### src/hw/core_pkg.sv
package core_pkg;

    // Access width of loads and stores
    typedef enum logic [1:0] {
        WIDTH_NONE = 2'b00,   // Value written is zero
        WIDTH_BYTE = 2'b01,
        WIDTH_HALF = 2'b10,
        WIDTH_WORD = 2'b11
    } width_e;

    // Bundle from execute into the memory stage
    typedef struct packed {
        logic        valid;
        logic [31:0] op_c;        // ALU result or store data
        logic [31:0] addr;
        logic [4:0]  reg_waddr;
        logic        reg_we;
        logic        mtype;       // Load
        logic        store;
        width_e      width;
    } exmem_t;

    // MEM/WB register content
    typedef struct packed {
        logic [31:0] op_c;
        logic [4:0]  reg_waddr;
        logic        reg_we;
        logic        mtype;
        width_e      width;
    } memwb_t;

    // Register file write
    typedef struct packed {
        logic        we;
        logic [4:0]  waddr;
        logic [31:0] data;
    } wb_write_t;

endpackage

### src/hw/reg_file.sv
`timescale 1ns/10ps

module reg_file (
    input  logic                 clk,
    input  logic                 rst_n,
    input  core_pkg::wb_write_t  wr_i,
    input  logic [4:0]           dbg_raddr_i,
    output logic [31:0]          dbg_rdata_o
);

    logic [31:0] regs_q [1:31];   // x0 is not stored

    always_ff @(posedge clk or negedge rst_n) begin
        if (!rst_n) begin
            for (int i = 1; i < 32; i++) begin
                regs_q[i] <= 32'h0;
            end
        end else if (wr_i.we && (wr_i.waddr != 5'd0)) begin
            regs_q[wr_i.waddr] <= wr_i.data;
        end
    end

    assign dbg_rdata_o = (dbg_raddr_i == 5'd0) ? 32'h0 : regs_q[dbg_raddr_i];

endmodule

### config.mk
export PLATFORM = sky130hd
export DESIGN_NAME = reg_file
export DESIGN_NICKNAME = d
export VERILOG_FILES = /design/src/hw/core_pkg.sv /design/src/hw/reg_file.sv
export SDC_FILE = /design/constraint.sdc
export NUM_CORES = 1
export LEC_CHECK = 0
export ABC_AREA = 0
export BUFFER_PORTS_ARGS = -buffer_cell sky130_fd_sc_hd__buf_2
export CAP_MARGIN = 0
export CELL_PAD_IN_SITES_DETAIL_PLACEMENT = 1
export CELL_PAD_IN_SITES_GLOBAL_PLACEMENT = 1
export CORE_UTILIZATION = 39
export DETAILED_ROUTE_END_ITERATION = 16
export PLACE_DENSITY_LB_ADDON = 0.1
export SLEW_MARGIN = 0
export SYNTH_ARGS = -nofsm -noshare
export SYNTH_HDL_FRONTEND = slang
export SYNTH_SLANG_ARGS = --single-unit
### constraint.sdc
create_clock -name clk -period 4.1 [get_ports clk]
set_input_delay 0.205 -clock clk [delete_from_list [all_inputs] [get_ports clk]]
set_output_delay 0.205 -clock clk [all_outputs]
set_load 0.01 [all_outputs]
==> results.tsv <==
metric	value	unit
Arrival @ worst endpoint	2.90	ns
largest area contributor in the netlist	dfrtp_1	
Die Ht	343	µm
# fillers	11300	
Pwr Density	535	nW/µm²
CTS H-tree lvls	3	
DR pass1 iterations	5	
Worst VDD drop	0.334	mV
Multi-input gate area	19200	µm²
crit path kind	in2out	
Hold Vio Cnt, Final	0	
vias in the first global route	30900	
Max Cap Violations	0	
Leakage	23.4	nW
Reg with most FFs	regs_q	
vias per inst	5.73	
TritonCTS Buffers	112	
Clock transition at path regs	0.06	ns
RSZ-0062 raised after global routing	no	
sequential cell area	24800	µm²
synth unique cells	34	
Worst path max stage delay	0.65	ns
buffers added on ports	76	
clk root buf	clkbuf_16	
Max Transition Viols Final	0	
clock sink total	992	
largest cells by area after synthesis	dfrtp_1, mux2_2, mux2i_1	
GR Overflow Total	0	
CP cell instances	buf_8 -> nor2b_4 -> buf_4 -> a22oi_1 -> a21oi_1 -> nor4_1 -> buf_2	
fin util	0.447	
Buf/Inv on CP	3	
worst slew pin tran	1.24	ns
gr usage total	0.246	
routability-driven placement congestion ratio	0.741	
Remaining DRCs	0	
Synth Instances	3162	
latest clock arrival within the worst-skew pair	0.69	ns
Final setup viols	0	
critical path peak fanout	80	
syn nets	3207	
Mapped Area	45400	µm²
initial antenna violation count	3	
layout cells sized above 1	0.438	
Ys Warns	0	
outcome	completed	
global-route wire length before repair	213000	µm
Slowest-stage cell, CP	buf_8	
Layout area overhead	13.1	%
FP Rows	124	
Core Box Area	115000	µm²
top cell type's share of synthesized area	0.547	
Avg WL per Cell	29.7	µm
post-route antenna net violation count	0	
worst setup margin	0.996	ns
min cycle time layout	3.10	ns
setup bufs post-CTS	0	
Post-synth EDFFs	0	
Primary FF master, synth	dfrtp_1	
Setup WS pre-CTS	0.932	ns
sequential element share of the synthesized area	0.547	
top flop regs	regs_q: 992 flops	
routed wire length	141000	µm
Fin Setup TNS	0	ns
largest net degree at the start of global routing	112	
top-count cell post-synth	dfrtp_1	
Max-Slew Margin vs Limit	0.171	
First DRT Iteration DRCs	1238	
hold_ws	0.144	ns
final worst path period share	0.757	
CTS tree	done	
CTS max path bufs	3	
critical path required time	3.89	ns
syn_area_per_cell	14.3	µm²
nets@finish	3188	
Hold Path Class	in2reg	
fmax	322	MHz
Worst path top cell family by delay	buffers and inverters	
hpwl dp	82000	µm
CP Capture Type	primary output	
vias after detailed routing	27200	
Tot Pwr	27.4	mW
Final Skew	0	ns
max reg flops	992	
# IOs	77	
most frequent cells after synthesis	dfrtp_1, mux2_2, mux2i_1	
Initial Utilization	0.395	
Die X	343	µm
critical path startpoint category	primary input	
die area	118000	µm²
post-synthesis register bit count	992	
share of flip-flops with an asynchronous set or reset	1.00	
-- cell type report --
class / count / area share
timing repair buffer: 186 / 0.0296
sequential: 992 / 0.484
multi-input combinational: 1851 / 0.374
clock inverter: 44 / 0.0132
antenna: 1 / 0.0000487
tap: 1512 / 0.0369
clock buffer: 157 / 0.0630
-- metal layers --
metal	track usage	share of wire
met1	0.322	0.44
met2	0.421	0.50
met3	0.0280	0.023
met4	0.0847	0.034
met5	0	0
-- stage by stage --
stage / instance area, µm² / std cells
finish: 51300 / 4743
global route: 51300 / 4743
CTS: 51300 / 4742
detailed placement: 47400 / 4540
global placement: 47400 / 4540
floorplan: 45400 / 3162
-- logic make-up (layout without fill, tap and decap cells) --
family | after synthesis | count (layout) | synth area share
compound gates | 256 | 256 | 0.0388
mux | 1408 | 1408 | 0.357
flops | 992 | 992 | 0.547
simple gates | 187 | 187 | 0.0231
other cells | 0 | 1 | 0
buf+inv | 319 | 387 | 0.0343
-- report_power, final --
part,switching (mW),internal [mW]
registers,0.984,11.7
logic,1.80,2.28
clock network,4.14,6.53
-- worst paths after layout --
kind / startpoint / to / slack (ns) / cells past startpoint
max: dbg_raddr_i[0] / dbg_rdata_o[22] / 1.0 / 7
min: wr_i[20] / regs_q[436] / 0.14 / 2
max reg2reg: regs_q[618] / regs_q[618] / 3.28 / 1
min reg2reg: regs_q[222] / regs_q[222] / 0.48 / 1
max in group asynchronous: rst_n / regs_q[47] / 2.67 / 3
min in group asynchronous: rst_n / regs_q[640] / 0.17 / 2
-- cells in the final DEF, fill, tap and decap left out, types with 35 or more instances in the layout --
cell type  synthesis  final
buf_2            139     72
buf_4             11     87
clkbuf_16          0    114
dfrtp_1          992    992
mux2_1            83     83
mux2_2           941    941
mux2i_1          320    320
mux4_2            64     64
nor2b_1           37     35
nor3_1            66     66
o22ai_1          128    128
-- timing repair --
action | CTS | global route
endpoints found under the hold margin | 84 | 0
endpoints found under the setup margin | 0 | 0
hold buffers | 1 | 0
gates resized for setup | 0 | 0
No activity file was read; power rests on OpenSTA's default activity.
