**src/hw/core_pkg.sv**
```systemverilog
package core_pkg;

    // Access width of loads and stores
    typedef enum logic [1:0] {
        WIDTH_NONE = 2'b00,   // Value written is zero
        WIDTH_BYTE = 2'b01,
        WIDTH_HALF = 2'b10,
        WIDTH_WORD = 2'b11
    } width_e;

    // Bundle from execute into the memory stage
    typedef struct packed {
        logic        valid;
        logic [31:0] op_c;        // ALU result or store data
        logic [31:0] addr;
        logic [4:0]  reg_waddr;
        logic        reg_we;
        logic        mtype;       // Load
        logic        store;
        width_e      width;
    } exmem_t;

    // MEM/WB register content
    typedef struct packed {
        logic [31:0] op_c;
        logic [4:0]  reg_waddr;
        logic        reg_we;
        logic        mtype;
        width_e      width;
    } memwb_t;

    // Register file write
    typedef struct packed {
        logic        we;
        logic [4:0]  waddr;
        logic [31:0] data;
    } wb_write_t;

endpackage

```
**src/hw/mem_pkg.sv**
```systemverilog
package mem_pkg;

    // Data memory request, one strobe per access
    typedef struct packed {
        logic                rd;
        logic                wr;
        logic [31:0]         addr;
        logic [31:0]         wdata;   // Store data in the low lanes
        core_pkg::width_e    width;
    } dmem_req_t;

    // Load data comes back shifted down to bit 0
    typedef struct packed {
        logic        valid;
        logic [31:0] data;
    } dmem_rsp_t;

endpackage

```
**src/hw/wb_stage.sv**
```systemverilog
`timescale 1ns/10ps

module wb_stage (
    input  logic                 clk,
    input  logic                 rst_n,
    input  core_pkg::memwb_t     memwb_i,
    input  mem_pkg::dmem_rsp_t   rsp_i,
    input  logic                 stall_i,
    input  logic                 flush_i,
    output core_pkg::wb_write_t  wb_o
);

    logic [31:0] buf_q;
    logic        in_buf_q;
    logic [31:0] load_raw;
    logic [31:0] wb_data;

    function automatic logic [31:0] sign_ext(
        input logic [31:0]      data,
        input core_pkg::width_e width
    );
        case (width)
            core_pkg::WIDTH_BYTE: return {{24{data[7]}}, data[7:0]};
            core_pkg::WIDTH_HALF: return {{16{data[15]}}, data[15:0]};
            core_pkg::WIDTH_WORD: return data;
            default:              return 32'h0;
        endcase
    endfunction

    // Response pulse may land while the front end is stalled
    always_ff @(posedge clk) begin
        if (stall_i && rsp_i.valid) begin
            buf_q <= rsp_i.data;
        end else if (stall_i) begin
            buf_q <= buf_q;
        end else if (flush_i) begin
            buf_q <= 32'h0;
        end else begin
            buf_q <= memwb_i.op_c;
        end
    end

    always_ff @(posedge clk or negedge rst_n) begin
        if (!rst_n) begin
            in_buf_q <= 1'b0;
        end else if (stall_i && rsp_i.valid) begin
            in_buf_q <= 1'b1;
        end else if (!stall_i && !flush_i) begin
            in_buf_q <= 1'b0;
        end
    end

    assign load_raw = rsp_i.valid ? rsp_i.data : buf_q;

    always_comb begin
        if (memwb_i.mtype) begin
            wb_data = sign_ext(load_raw, memwb_i.width);
        end else begin
            wb_data = memwb_i.op_c;
        end
    end

    // A load writes only once its data has arrived
    assign wb_o.we    = memwb_i.reg_we & (~memwb_i.mtype | rsp_i.valid | in_buf_q);
    assign wb_o.waddr = memwb_i.reg_waddr;
    assign wb_o.data  = wb_data;

endmodule

```
**config.mk**
```make
export PLATFORM = sky130hd
export DESIGN_NAME = wb_stage
export DESIGN_NICKNAME = d
export VERILOG_FILES = /design/src/hw/core_pkg.sv /design/src/hw/mem_pkg.sv /design/src/hw/wb_stage.sv
export SDC_FILE = /design/constraint.sdc
export NUM_CORES = 1
export LEC_CHECK = 0
export BUFFER_PORTS_ARGS = -buffer_cell sky130_fd_sc_hd__clkbuf_2
export CORE_MARGIN = 2
export CORE_UTILIZATION = 35
export DETAILED_ROUTE_END_ITERATION = 12
export PLACE_DENSITY_LB_ADDON = 0.08
export SLEW_MARGIN = 10
export SYNTH_ARGS = -nofsm -noshare
export SYNTH_HDL_FRONTEND = slang
export SYNTH_SLANG_ARGS = --single-unit
export TNS_END_PERCENT = 50
```
**constraint.sdc**
```tcl
create_clock -name clk -period 2.1 [get_ports clk]
set_input_delay 0.105 -clock clk [delete_from_list [all_inputs] [get_ports clk]]
set_output_delay 0.105 -clock clk [all_outputs]
set_load 0.01 [all_outputs]
```
==> metrics.md <==
| Metric | Value |
|---|---|
| Vias in the first global route | `around 2,100` |
| Routed len/inst | `15.2 um` |
| Critical-path top delay cell | `edfxtp_1` |
| Syn Nets | `314` |
| Post-Synthesis Cells | `236` |
| ANT cells | `0` |
| Via count | `~2,100` |
| Initial DRC count | `about 110` |
| Pin count of the biggest net entering global routing | `29` |
| Core area | `about 6400 um^2` |
| Critical Path AT | `about 1.8 ns` |
| CTS Root Cell | `clkbuf_8` |
| Initial antenna violation count | `0` |
| Design Area, Final | `3050 um^2` |
| Worst hold path type | `primary input to flip-flop` |
| Min-Delay Startpoint | `stall_i` |
| Worst r2r path cells | `2` |
| Syn avg cell area | `10.0 um^2` |
| Final setup viols | `0` |
| Startpoint Class | `flip-flop` |
| Dpl ws | `0.468 ns` |
| Cell Chain, Critical Path | `mux2_4 > a32oi_4 > buf_4 > o221ai_1 > clkbuf_2` |
| Tot Pwr | `around 0.0018 W` |
| Post-synthesis compound-gate area fraction | `0.255` |
| Ys Warns | `0` |
| Grt ovf | `0` |
| Final Critical Period | `1.88 ns` |
| Worst Skew | `0 ns` |
| Rows | `29` |
| Worst hold margin | `~0.1 ns` |
| Setup Buffers After CTS | `0` |
| Seq cells post-synth | `33` |
| Pleak | `approximately 1.5 nW` |
| IO buf count | `105` |
| First-pass GRT wire length | `10,000 um` |
| H-tree levels | `2` |
| Fmax | `about 530 MHz` |
| Die width | `around 86 um` |
| Sequential area share after synthesis | `0.418` |
| Post-synth cell types | `26` |
| Clock Sinks | `33` |
| Synth Area in XOR/XNOR | `0` |
| Starting Density | `0.367` |
| Max rail drop VDD | `0.212 mV` |
| Worst setup path class | `flip-flop to output pin` |
| Post-route ant nets | `0` |
| RSZ-0062 raised after global routing | `no` |
| Drt pass-1 iters | `4` |
| Max_cap viols | `0` |
| FILL cells | `629` |
| Die H | `around 86 um` |
| Setup TNS | `0 ns` |
| # IOs | `116` |
| Nets | `412` |
| Hold endpoint | `in_buf_q$_DFFE_PN0P_` |
| Post-detail-place hpwl | `4670 um` |
| Setup slack, reg-to-reg | `~1.4 ns` |
| Area Growth Syn to Fin | `29.1%` |
| Clock transition at path regs | `~0.070 ns` |
| Worst setup EP type | `output pin` |
| Slew headroom | `0.579` |
| Die area | `7410 um^2` |
| Cts hold-fix bufs | `1` |
| Status | `finished, final reports clean` |
| Gpl congestion | `approximately 0.77` |
| Final WS setup | `~0.22 ns` |
| Vias/cell | `5.18` |
| Mux share of post-synthesis cell area | `0.138` |
| Pwr Density | `579 nW/um^2` |
| Post-CTS sizing | `0` |
| Least-Margin Pin Slew | `0.627 ns` |
| Post-Synth Simple-Gate Area | `0.0774` |
| Tcrit/Tclk final | `0.894` |
| GRT Overall Usage | `0.172` |
| Layout cell share with drive strength beyond 1 | `0.412` |
| Max clock buf depth | `2` |
| Crit-path max FO | `16` |
| Post-Syn Area | `2360 um^2` |
| Worst r2r dst | `in_buf_q$_DFFE_PN0P_` |
| Final Hold Viols | `0` |
| Clk_lat worst skew | `between 0.2 and 0.3 ns` |
| CP required | `around 2.0 ns` |
| CP peak stage delay | `0.36 ns` |
| Inserted Clock Buffers | `5` |
| CTS tree | `done` |
| Hold path cells | `3` |
| Slew Limit Fails | `0` |
| WL final | `6280 um` |
| Largest family of logic cells by synthesized area | `compound AO/OA/AOI/OAI gates` |
| Post-synthesis adder-cell area fraction | `0` |
| Placed inst area | `2950 um^2` |
| Drt drc | `0` |
| FF-to-FF Start | `in_buf_q$_DFFE_PN0P_` |
worst max-delay path: cells and delay by family (launching register included):
family / cells / cell delay, ns
multiplexers: 1 / 0.30
buffers and inverters: 2 / 0.45
flip-flops: 1 / 0.36
AO/OA/AOI/OAI: 2 / 0.38
worst max path at each step:
stage,start,to,depth (start not counted)
3_5_place_dp,rsp_i[32],buf_q[11]$_DFFE_PP_,5
2_1_floorplan,rsp_i[32],buf_q[0]$_DFFE_PP_,3
3_3_place_gp,rsp_i[32],buf_q[15]$_DFFE_PP_,5
5_1_grt,buf_q[15]$_DFFE_PP_,wb_o[17],5
4_1_cts,buf_q[15]$_DFFE_PP_,wb_o[17],5
6_report,buf_q[15]$_DFFE_PP_,wb_o[17],5
metal layers:
metal | global-route usage | wire [um]
met5 | 0 | 0
met4 | 0.0462 | 62
met3 | 0.0327 | 360
met2 | 0.279 | 2970
met1 | 0.234 | 2890
metrics by stage:
| stage | instances | utilization |
|---|---|---|
| floorplan | 236 | - |
| global placement | 403 | 0.460 |
| detailed placement | 403 | 0.460 |
| CTS | 412 | 0.474 |
| global route | 412 | 0.474 |
| finish | 412 | 0.474 |
cell usage in the layout, fill, tap and decap left out, drive strengths merged, types with 8 or more instances in the layout:
| cell type | netlist | final |
|---|---|---|
| o221ai | 23 | 23 |
| buf | 18 | 11 |
| o31ai | 31 | 31 |
| inv | 33 | 33 |
| o22ai | 8 | 8 |
| nand2 | 36 | 36 |
| clkbuf | 8 | 111 |
| mux2i | 30 | 30 |
| edfxtp | 32 | 32 |
cell usage after synthesis:
| cell | number | area, um^2 |
|---|---|---|
| a32oi_4 | 1 | 27.5 |
| o21ai_0 | 1 | 5.00 |
| edfxtp_1 | 32 | 961 |
| and2_1 | 2 | 12.5 |
| inv_1 | 33 | 124 |
| o21ai_1 | 1 | 5.00 |
| nand2_1 | 36 | 135 |
| clkbuf_1 | 8 | 30.0 |
| and3b_1 | 1 | 8.76 |
| nor2_1 | 2 | 7.51 |
| buf_1 | 5 | 18.8 |
| o221ai_1 | 13 | 114 |
| mux2_4 | 1 | 15.0 |
| mux2i_1 | 30 | 300 |
| dfrtp_1 | 1 | 25.0 |
| buf_4 | 5 | 37.5 |
| buf_2 | 6 | 30.0 |
| nand2b_1 | 2 | 12.5 |
| nor2b_1 | 1 | 6.26 |
| o221ai_2 | 10 | 150 |
| mux2_2 | 1 | 11.3 |
| o31ai_1 | 31 | 233 |
| buf_6 | 2 | 22.5 |
| o22ai_1 | 8 | 50.1 |
| a21oi_1 | 2 | 10.0 |
| a21boi_0 | 1 | 7.51 |
state kept, by name, summed over array words and instances, names as in the netlist:
signal	count
buf_q	32
in_buf_q	1
final cells by class:
class	count	area (um^2)	share of cell area
repair buffers	117	643	0.211
well taps	77	96.3	0.0316
multi-input cells	144	1110	0.366
clock inverters	2	10.0	0.00329
inverters	33	124	0.0407
flip-flops and latches	33	986	0.324
clock buffers	6	72.6	0.0238
logic make-up (layout without fill, tap and decap cells):
| kind of cell | after synthesis | count (layout) |
|---|---|---|
| AO/OA/AOI/OAI | 68 | 68 |
| buffers and inverters | 59 | 158 |
| AND/OR/NAND/NOR | 44 | 44 |
| flip-flops | 33 | 33 |
| multiplexers | 32 | 32 |
where the power goes:
part	internal, W	switching, W	total, W
clock network	0.000230	0.000230	0.000459
logic	0.000218	0.000264	0.000482
registers	0.000805	0.0000194	0.000824
Note: power is estimated with default switching activity, not from simulation.
