--- config.mk ---
export PLATFORM = sky130hd
export DESIGN_NAME = mem_wb_reg
export DESIGN_NICKNAME = d
export VERILOG_FILES = /design/src/hw/core_pkg.sv /design/src/hw/mem_wb_reg.sv
export SDC_FILE = /design/constraint.sdc
export NUM_CORES = 1
export LEC_CHECK = 0
export ABC_AREA = 0
export BUFFER_PORTS_ARGS = -buffer_cell sky130_fd_sc_hd__buf_4
export CORE_ASPECT_RATIO = 1.1
export CORE_MARGIN = 1
export CORE_UTILIZATION = 44
export DETAILED_ROUTE_END_ITERATION = 10
export HOLD_SLACK_MARGIN = 0.03
export PLACE_DENSITY = 0.85
export SYNTH_ARGS = -nofsm -noshare
export SYNTH_HDL_FRONTEND = slang
export SYNTH_SLANG_ARGS = --single-unit
--- constraint.sdc ---
create_clock -name clk -period 0.8 [get_ports clk]
set_input_delay 0 -clock clk [delete_from_list [all_inputs] [get_ports clk]]
set_output_delay 0 -clock clk [all_outputs]
set_load 0.02 [all_outputs]
--- src/hw/core_pkg.sv ---
package core_pkg;

    // Access width of loads and stores
    typedef enum logic [1:0] {
        WIDTH_NONE = 2'b00,   // Value written is zero
        WIDTH_BYTE = 2'b01,
        WIDTH_HALF = 2'b10,
        WIDTH_WORD = 2'b11
    } width_e;

    // Bundle from execute into the memory stage
    typedef struct packed {
        logic        valid;
        logic [31:0] op_c;        // ALU result or store data
        logic [31:0] addr;
        logic [4:0]  reg_waddr;
        logic        reg_we;
        logic        mtype;       // Load
        logic        store;
        width_e      width;
    } exmem_t;

    // MEM/WB register content
    typedef struct packed {
        logic [31:0] op_c;
        logic [4:0]  reg_waddr;
        logic        reg_we;
        logic        mtype;
        width_e      width;
    } memwb_t;

    // Register file write
    typedef struct packed {
        logic        we;
        logic [4:0]  waddr;
        logic [31:0] data;
    } wb_write_t;

endpackage

--- src/hw/mem_wb_reg.sv ---
`timescale 1ns/10ps

module mem_wb_reg (
    input  logic              clk,
    input  logic              rst_n,
    input  core_pkg::exmem_t  exmem_i,
    input  logic              stall_i,
    input  logic              flush_i,
    output core_pkg::memwb_t  memwb_o
);

    core_pkg::memwb_t memwb_q;
    core_pkg::memwb_t memwb_d;

    // Writeback fields of a valid bundle, otherwise a bubble
    always_comb begin
        memwb_d = '0;
        if (exmem_i.valid) begin
            memwb_d.op_c      = exmem_i.op_c;
            memwb_d.reg_waddr = exmem_i.reg_waddr;
            memwb_d.reg_we    = exmem_i.reg_we;
            memwb_d.mtype     = exmem_i.mtype;
            memwb_d.width     = exmem_i.width;
        end
    end

    always_ff @(posedge clk or negedge rst_n) begin
        if (!rst_n) begin
            memwb_q <= '0;
        end else if (stall_i) begin
            memwb_q <= memwb_q;   // Stall wins over flush
        end else if (flush_i) begin
            memwb_q <= '0;
        end else begin
            memwb_q <= memwb_d;
        end
    end

    assign memwb_o = memwb_q;

endmodule

==> Implementation_results.wiki, run 1 <==
{| class="wikitable"
! Metric !! Value
|-
| M1 GR Usage || between 20% and 30%
|-
| Crit-path leading delay family || flip-flops
|-
| Number of nets still failing antenna checks after routing || 0
|-
| Synth top cells by count || dfrtp_1 (41), o21ai_2 (41), nand2b_1 (36)
|-
| Fraction of met3 tracks used by global routing || between 6 and 7%
|-
| Adder-cell area share of the yosys netlist || 0%
|-
| Average instance area after synthesis || between 10 and 15 um2
|-
| Fraction of power consumed by combinational cells || between 20 and 30%
|-
| Synthesis-stage register bit count || just over 40
|-
| Part of the total power dissipated in the clock network || about 26%
|-
| Ratio of routed vias to standard cells || 4.66
|-
| Final Routed Wirelength || about 5.4 mm
|-
| DR iter-0 viols || 33
|-
| Root buffer cell || clkbuf_8
|-
| Commonest register cell after synthesis || dfrtp_1
|-
| Nature of the critical path startpoint || register
|-
| Number of rows created at floorplan || 26
|-
| Proportion of layout cells with a drive suffix above 1 || between 60% and 70%
|-
| Dominant combinational cell family by area after synthesis || simple AND/OR/NAND/NOR gates
|-
| Initial cell density of the core || between 40% and 50%
|-
| Overflow left after global routing || 0
|-
| Max incr delay on CP || roughly 0.41 ns
|-
| CTS tree || yes
|-
| Clock transition at the registers of the reported paths || ~0.070 ns
|-
| Sinks on the clock net || 41
|-
| Post-layout worst setup margin || -0.0416 ns
|-
| Antenna diode count || 0
|-
| Fraction of synthesis flops using an asynchronous set or reset pin || 100%
|-
| Final core utilization || between 80% and 90%
|-
| Largest register FFs || between 40 and 50
|-
| Number of max-cap violations || 0
|-
| Met2 GRT Util || 41.0%
|-
| Post-synthesis share of cell area spent on xor and xnor gates || 0%
|-
| Total power per unit cell area || 1340 nW/um2
|-
| Post-synth EDFFs || 0
|-
| Die outline height || between 70 and 80 um
|-
| Sequential share of power || between 40% and 50%
|-
| Worst Skew || 0 ns
|-
| RePlAce Congestion || roughly 0.64
|-
| Multiplexer share of the synthesized area || 0%
|-
| Setup slack, reg-to-reg || about 0.03 ns
|-
| Detailed Place HPWL || 2.82 mm
|-
| Synth-to-layout area growth || 76.9%
|-
| Minimum clock period || between 0.8 and 0.9 ns
|-
| Dominant cell type by area after synthesis || dfrtp_1
|-
| Number of cells traversed by the worst register-to-register path || 3
|-
| Worst-path cell with the longest stage delay || dfrtp_1
|-
| Post-synthesis simple-gate area fraction || about a quarter
|-
| Data arrival time of the worst path || 0.84 ns
|-
| Die Span X || approximately 68 um
|-
| Wire per inst || approximately 13 um
|-
| Synth Cell Area || approximately 2100 um2
|-
| Slew of the pin with the lowest slew margin || 0.508 ns
|-
| Portion of the post-synthesis area used by sequential elements || about half
|-
| Outcome || complete, but fails checks
|-
| Bufs and invs on worst path || 1
|-
| Most used routing layer || met2
|-
| Ports || 120
|-
| Final hold violations || 0
|-
| CP Depth || 1
|-
| Number of global-route vias before repair || between 1,500 and 2,000
|-
| Die outline area || approximately 5100 um2
|-
| Power spent charging and discharging nets || 1.36 mW
|-
| Maximum ir drop on the vdd rail || between 900 and 1000 uV
|-
| Tightest Hold Check Type || input port to register
|-
| Total number of vias || ~1,900
|-
| Final Hold Slack || around 0.13 ns
|-
| Top post-synthesis cells by area || dfrtp_1 (49%), o21ai_2 (17%), nand2b_1 (11%)
|-
| Count of input and output buffers || 86
|-
| Endpoints failing setup || 41
|-
| Critical Path Sink Type || output port
|-
| H-tree levels || 2
|-
| Setup TNS after final layout || -0.815 ns
|-
| Critical path class || register to output port
|-
| Internal portion of total power || 3.63 mW
|-
| Cells along the critical path || buf_6
|-
| LEAKAGE || 1.82 nW
|-
| Worst Path Max Fanout || 2
|-
| Number of warnings reported in the yosys synthesis log || 0
|-
| Pins Over Slew Limit || 0
|-
| Insertion delay to the later sink of the worst-skew pair || between 0.2 and 0.3 ns
|-
| Sw Ratio || 27.2%
|-
| Data required, critical path || approximately 0.8 ns
|-
| Area fraction in compound gates after synthesis || between 10% and 20%
|-
| Total global-route track usage || between 20% and 30%
|-
| Clock Tree Buf Depth || 2
|-
| Largest net degree at the start of global routing || 42
|-
| Initial antenna violation count || 0
|-
| TritonCTS buffer count || 5
|-
| Layout Nets || around 430
|-
| Highest clock rate || roughly 1.2 GHz
|-
| Violations in the final reports || design-rule violations, negative setup slack
|-
| Mapped Nets || between 200 and 300
|-
| Min-Delay Path Depth || 3
|-
| Residual DRC count || 1
|-
| Core area || approximately 4600 um2
|-
| First-pass GRT wire length || 8.18 mm
|-
| Relative slew slack || ~66%
|-
| DRT Pass-1 Iters || 7
|-
| Number of distinct library cell variants in the gate-level netlist after synthesis || 10
|-
| RSZ-0062 raised after global routing || true
|-
| Proportion of netlist area held by the largest area contributor || 48.8%
|-
| Final worst path period share || 105%
|-
| Synthesized instance count || between 150 and 200
|}
==> cells in the final DEF (no fill, tap or decap) <==
| master | netlist | final |
|---|---|---|
| nand2b_4 | 5 | 5 |
| dfrtp_1 | 41 | 41 |
| buf_6 | 4 | 41 |
| nand2b_1 | 36 | 36 |
| buf_4 | 4 | 84 |
| nand2b_2 | 1 | 1 |
| dlygate4sd3_1 | 0 | 43 |
| clkbuf_8 | 0 | 5 |
| buf_12 | 5 | 6 |
| o21ai_2 | 41 | 41 |
| nand2_1 | 6 | 6 |
| clkbuf_1 | 0 | 3 |
| nand2_2 | 35 | 35 |
==> per-stage QoR <==
step | std cells | cell area (um2) | power (mW) | setup WS (ns)
2_1_floorplan | 178 | 2100 | 2.87 | 0.0998
3_3_place_gp | 314 | 2770 | 3.29 | 0.0698
3_5_place_dp | 314 | 2770 | 3.31 | 0.0390
4_1_cts | 402 | 3710 | 5.00 | -0.0398
5_1_grt | 403 | 3720 | 5.23 | -0.0728
6_report | 403 | 3720 | 4.99 | -0.0416
==> logic make-up (layout without fill, tap and decap cells) <==
group / after synthesis / count (layout)
DFF: 41 / 41
and+or+nand+nor: 83 / 83
buffers and inverters: 13 / 182
AOI/OAI and AO/OA: 41 / 41
==> area by class of cell <==
class	instances	area, um2
repair buffers	174	1640
flip-flops and latches	41	1030
multi-input cells	124	903
fillers	288	897
clock buffers	8	80.1
well taps	56	70.1
==> final timing paths <==
kind,start,to
hold reg to reg,memwb_o[33]$_DFFE_PN0N_,memwb_o[33]$_DFFE_PN0N_
setup / recovery,memwb_o[0]$_DFFE_PN0N_,memwb_o[0]
min in group asynchronous,rst_n,memwb_o[32]$_DFFE_PN0N_
hold / removal,stall_i,memwb_o[40]$_DFFE_PN0N_
max in group asynchronous,rst_n,memwb_o[22]$_DFFE_PN0N_
setup reg to reg,memwb_o[4]$_DFFE_PN0N_,memwb_o[4]$_DFFE_PN0N_
==> layer usage <==
layer	part of all wire, %	vias to the layer above
met3	5.7	14
li1	-	912
met1	35	883
met4	2.5	0
met5	0	-
met2	56	68
==> timing repair <==
item	4_1_cts	5_1_grt
endpoints found under the hold margin	82	0
setup buffers	37	1
setup endpoints to repair	41	41
hold buffers	43	0
resized for setup	41	0
==> power by group through the flow <==
stage / logic (mW) / clock network (mW) / registers, mW
CTS: 1.41 / 1.31 / 2.27
global route: 1.53 / 1.41 / 2.29
detailed placement: 1.01 / 0 / 2.31
global placement: 0.989 / 0 / 2.30
finish: 1.43 / 1.29 / 2.28
floorplan: 0.426 / 0 / 2.45
Note: power is estimated with default switching activity, not from simulation.
==> run 2, diff against run 1 <==
--- a/config.mk
+++ b/config.mk
@@ -8,7 +8,7 @@
 export ABC_AREA = 0
 export BUFFER_PORTS_ARGS = -buffer_cell sky130_fd_sc_hd__buf_4
 export CORE_ASPECT_RATIO = 1.1
-export CORE_MARGIN = 1
+export CORE_MARGIN = 4
 export CORE_UTILIZATION = 44
 export DETAILED_ROUTE_END_ITERATION = 10
 export HOLD_SLACK_MARGIN = 0.03
==> Implementation_results.wiki, run 2 (same netlist as run 1, synthesis figures left out) <==
{| class="wikitable"
! Metric !! Value
|-
| Outcome || complete, but fails checks (unchanged)
|-
| Violations in the final reports || negative setup slack (was design-rule violations, negative setup slack)
|-
| DRT Pass-1 Iters || 3 (was 7)
|-
| Total global-route track usage || 21.9% (was 22.2%)
|-
| Die outline height || 80.5 um (was 74.5 um)
|-
| Tightest Hold Check Type || input port to register (unchanged)
|-
| Sinks on the clock net || 41 (unchanged)
|-
| Post-layout worst setup margin || -0.0540 ns (was -0.0416 ns)
|-
| Min-Delay Path Depth || 4 (was 3)
|-
| Commonest non-fill, non-tap cells in the layout || buf_4 (86), dlygate4sd3_1 (42), buf_6 (42) (was buf_4 (84), dlygate4sd3_1 (43), o21ai_2 (41), dfrtp_1 (41), buf_6 (41))
|-
| RePlAce Congestion || 0.691 (was 0.636)
|-
| Slew of the pin with the lowest slew margin || 0.522 ns (was 0.508 ns)
|-
| DR iter-0 viols || 46 (was 33)
|-
| Highest clock rate || 1.17 GHz (was 1.19 GHz)
|-
| Insertion delay to the later sink of the worst-skew pair || 0.29 ns (was 0.28 ns)
|-
| CP Depth || 1 (unchanged)
|-
| Cells along the critical path || buf_6 (unchanged)
|-
| Proportion of layout cells with a drive suffix above 1 || 64.3% (was 62.8%)
|-
| Die Span X || 73.9 um (was 67.9 um)
|-
| Root buffer cell || clkbuf_8 (unchanged)
|-
| Fraction of power consumed by combinational cells || 27.5% (was 28.6%)
|-
| Initial antenna violation count || 0 (unchanged)
|-
| Critical path class || register to output port (unchanged)
|-
| Endpoints failing setup || 41 (unchanged)
|-
| First-pass GRT wire length || 9.73 mm (was 8.18 mm)
|-
| Internal portion of total power || 3.78 mW (was 3.63 mW)
|-
| Number of cells traversed by the worst register-to-register path || 3 (unchanged)
|-
| Total number of vias || 1,858 (was 1,877)
|-
| Final core utilization || 80.1% (was 80.6%)
|-
| Wire per inst || 15.0 um (was 13.5 um)
|-
| Residual DRC count || 0 (was 1)
|-
| Number of global-route vias before repair || 2,071 (was 1,848)
|-
| H-tree levels || 2 (unchanged)
|-
| Clock Tree Buf Depth || 2 (unchanged)
|-
| Commonest non-fill, non-tap cell in the layout || buf_4 (unchanged)
|-
| Data arrival time of the worst path || 0.85 ns (was 0.84 ns)
|-
| Final Routed Wirelength || 6.04 mm (was 5.44 mm)
|-
| Minimum clock period || 0.854 ns (was 0.842 ns)
|-
| Antenna diode count || 0 (unchanged)
|-
| Largest register FFs || 41 (unchanged)
|-
| Critical Path Sink Type || output port (unchanged)
|-
| CTS tree || yes (unchanged)
|-
| Setup TNS after final layout || -1.25 ns (was -0.815 ns)
|-
| Part of the total power dissipated in the clock network || 28.5% (was 25.8%)
|-
| Number of nets still failing antenna checks after routing || 0 (unchanged)
|-
| Final worst path period share || 107% (was 105%)
|-
| Maximum ir drop on the vdd rail || 1110 uV (was 969 uV)
|-
| Overflow left after global routing || 0 (unchanged)
|-
| TritonCTS buffer count || 5 (unchanged)
|-
| Final Hold Slack || 0.158 ns (was 0.126 ns)
|-
| Placement-stage cell area || 2750 um2 (was 2770 um2)
|-
| Largest net degree at the start of global routing || 45 (was 42)
|-
| Worst Path Max Fanout || 2 (unchanged)
|-
| Die outline area || 5950 um2 (was 5060 um2)
|-
| Number of max-cap violations || 0 (unchanged)
|-
| RSZ-0062 raised after global routing || true (unchanged)
|-
| Detailed Place HPWL || 3.16 mm (was 2.82 mm)
|-
| Clock transition at the registers of the reported paths || 0.08 ns (was 0.07 ns)
|-
| Worst-path cell with the longest stage delay || dfrtp_1 (unchanged)
|-
| Ports || 120 (unchanged)
|-
| Layout Nets || 425 (unchanged)
|-
| Worst Skew || 0 ns (unchanged)
|-
| Power spent charging and discharging nets || 1.40 mW (was 1.36 mW)
|-
| Worst setup slack after placement || 0.0395 ns (was 0.0390 ns)
|-
| Synth-to-layout area growth || 77.1% (was 76.9%)
|-
| Sequential share of power || 44.0% (was 45.6%)
|-
| Relative slew slack || 65.2% (was 66.1%)
|-
| Fillcell total || 263 (was 288)
|-
| Initial cell density of the core || 45.2% (was 45.6%)
|-
| Pins Over Slew Limit || 0 (unchanged)
|-
| Data required, critical path || 0.80 ns (about the same)
|-
| Number of rows created at floorplan || 26 (unchanged)
|-
| Total non-filler cell area in the finished layout || 3730 um2 (was 3720 um2)
|-
| Sw Ratio || 27.0% (was 27.2%)
|-
| Final hold violations || 0 (unchanged)
|-
| Crit-path leading delay family || flip-flops (unchanged)
|-
| Ratio of routed vias to standard cells || 4.61 (was 4.66)
|-
| Total power per unit cell area || 1390 nW/um2 (was 1340 nW/um2)
|-
| Nature of the critical path startpoint || register (unchanged)
|-
| Count of input and output buffers || 86 (unchanged)
|-
| Bufs and invs on worst path || 1 (unchanged)
|-
| Core area || 4650 um2 (was 4620 um2)
|-
| Max incr delay on CP || 0.42 ns (was 0.41 ns)
|-
| LEAKAGE || 1.83 nW (was 1.82 nW)
|}
[run 2: power by group through the flow]
stage / Clock (mW) / Combinational [mW] / Sequential, mW
2_1_floorplan: 0 / 0.426 / 2.45
5_1_grt: 1.59 / 1.53 / 2.29
3_3_place_gp: 0 / 0.978 / 2.30
4_1_cts: 1.53 / 1.39 / 2.27
3_5_place_dp: 0 / 1.00 / 2.31
6_report: 1.48 / 1.43 / 2.28
[run 2: repair_timing]
action,in CTS,in global routing
gates resized for setup,41,3
endpoints found under the hold margin,82,0
setup buffers,35,4
hold buffers,42,0
pin swaps,0,0
endpoints found under the setup margin,41,43
[run 2: per-layer routing]
layer / global-route usage, % / vias up / wire length [um]
met5: 0 / - / 0
met4: 5.80 / 0 / 59
met3: 5.01 / 7 / 292
met2: 42.6 / 56 / 3490
met1: 22.8 / 885 / 2210
li1: - / 910 / -
[run 2: through the flow]
step | cells | power, mW
after floorplan | 178 | 2.87
after global placement | 314 | 3.28
after detailed placement | 314 | 3.30
after CTS | 399 | 5.19
after global routing | 403 | 5.41
final | 403 | 5.18
[run 2: area by class of cell]
class,instances,area (um2),share of cell area [%]
flip-flops and latches,41,1030,27.5
clock inverters,1,5.00,0.134
clock buffers,7,96.3,2.58
repair buffers,174,1620,43.4
multi-input cells,124,911,24.4
well taps,56,70.1,1.88
[run 2: worst paths after layout]
check,endpoint,from,slack (ns)
max in group asynchronous,memwb_o[18]$_DFFE_PN0N_,rst_n,0.21
worst max register to register,memwb_o[35]$_DFFE_PN0N_,memwb_o[35]$_DFFE_PN0N_,0
min in group asynchronous,memwb_o[37]$_DFFE_PN0N_,rst_n,0.24
worst min-delay path,memwb_o[11]$_DFFE_PN0N_,stall_i,0.16
worst min register to register,memwb_o[20]$_DFFE_PN0N_,memwb_o[20]$_DFFE_PN0N_,0.52
worst max-delay path,memwb_o[4],memwb_o[4]$_DFFE_PN0N_,-0.05
[run 2: worst min-delay path, delay by kind of cell]
family	cells	cell delay [ns]
AO/OA/AOI/OAI	1	0.04
buffers and inverters	2	0.30
AND/OR/NAND/NOR	1	0.07
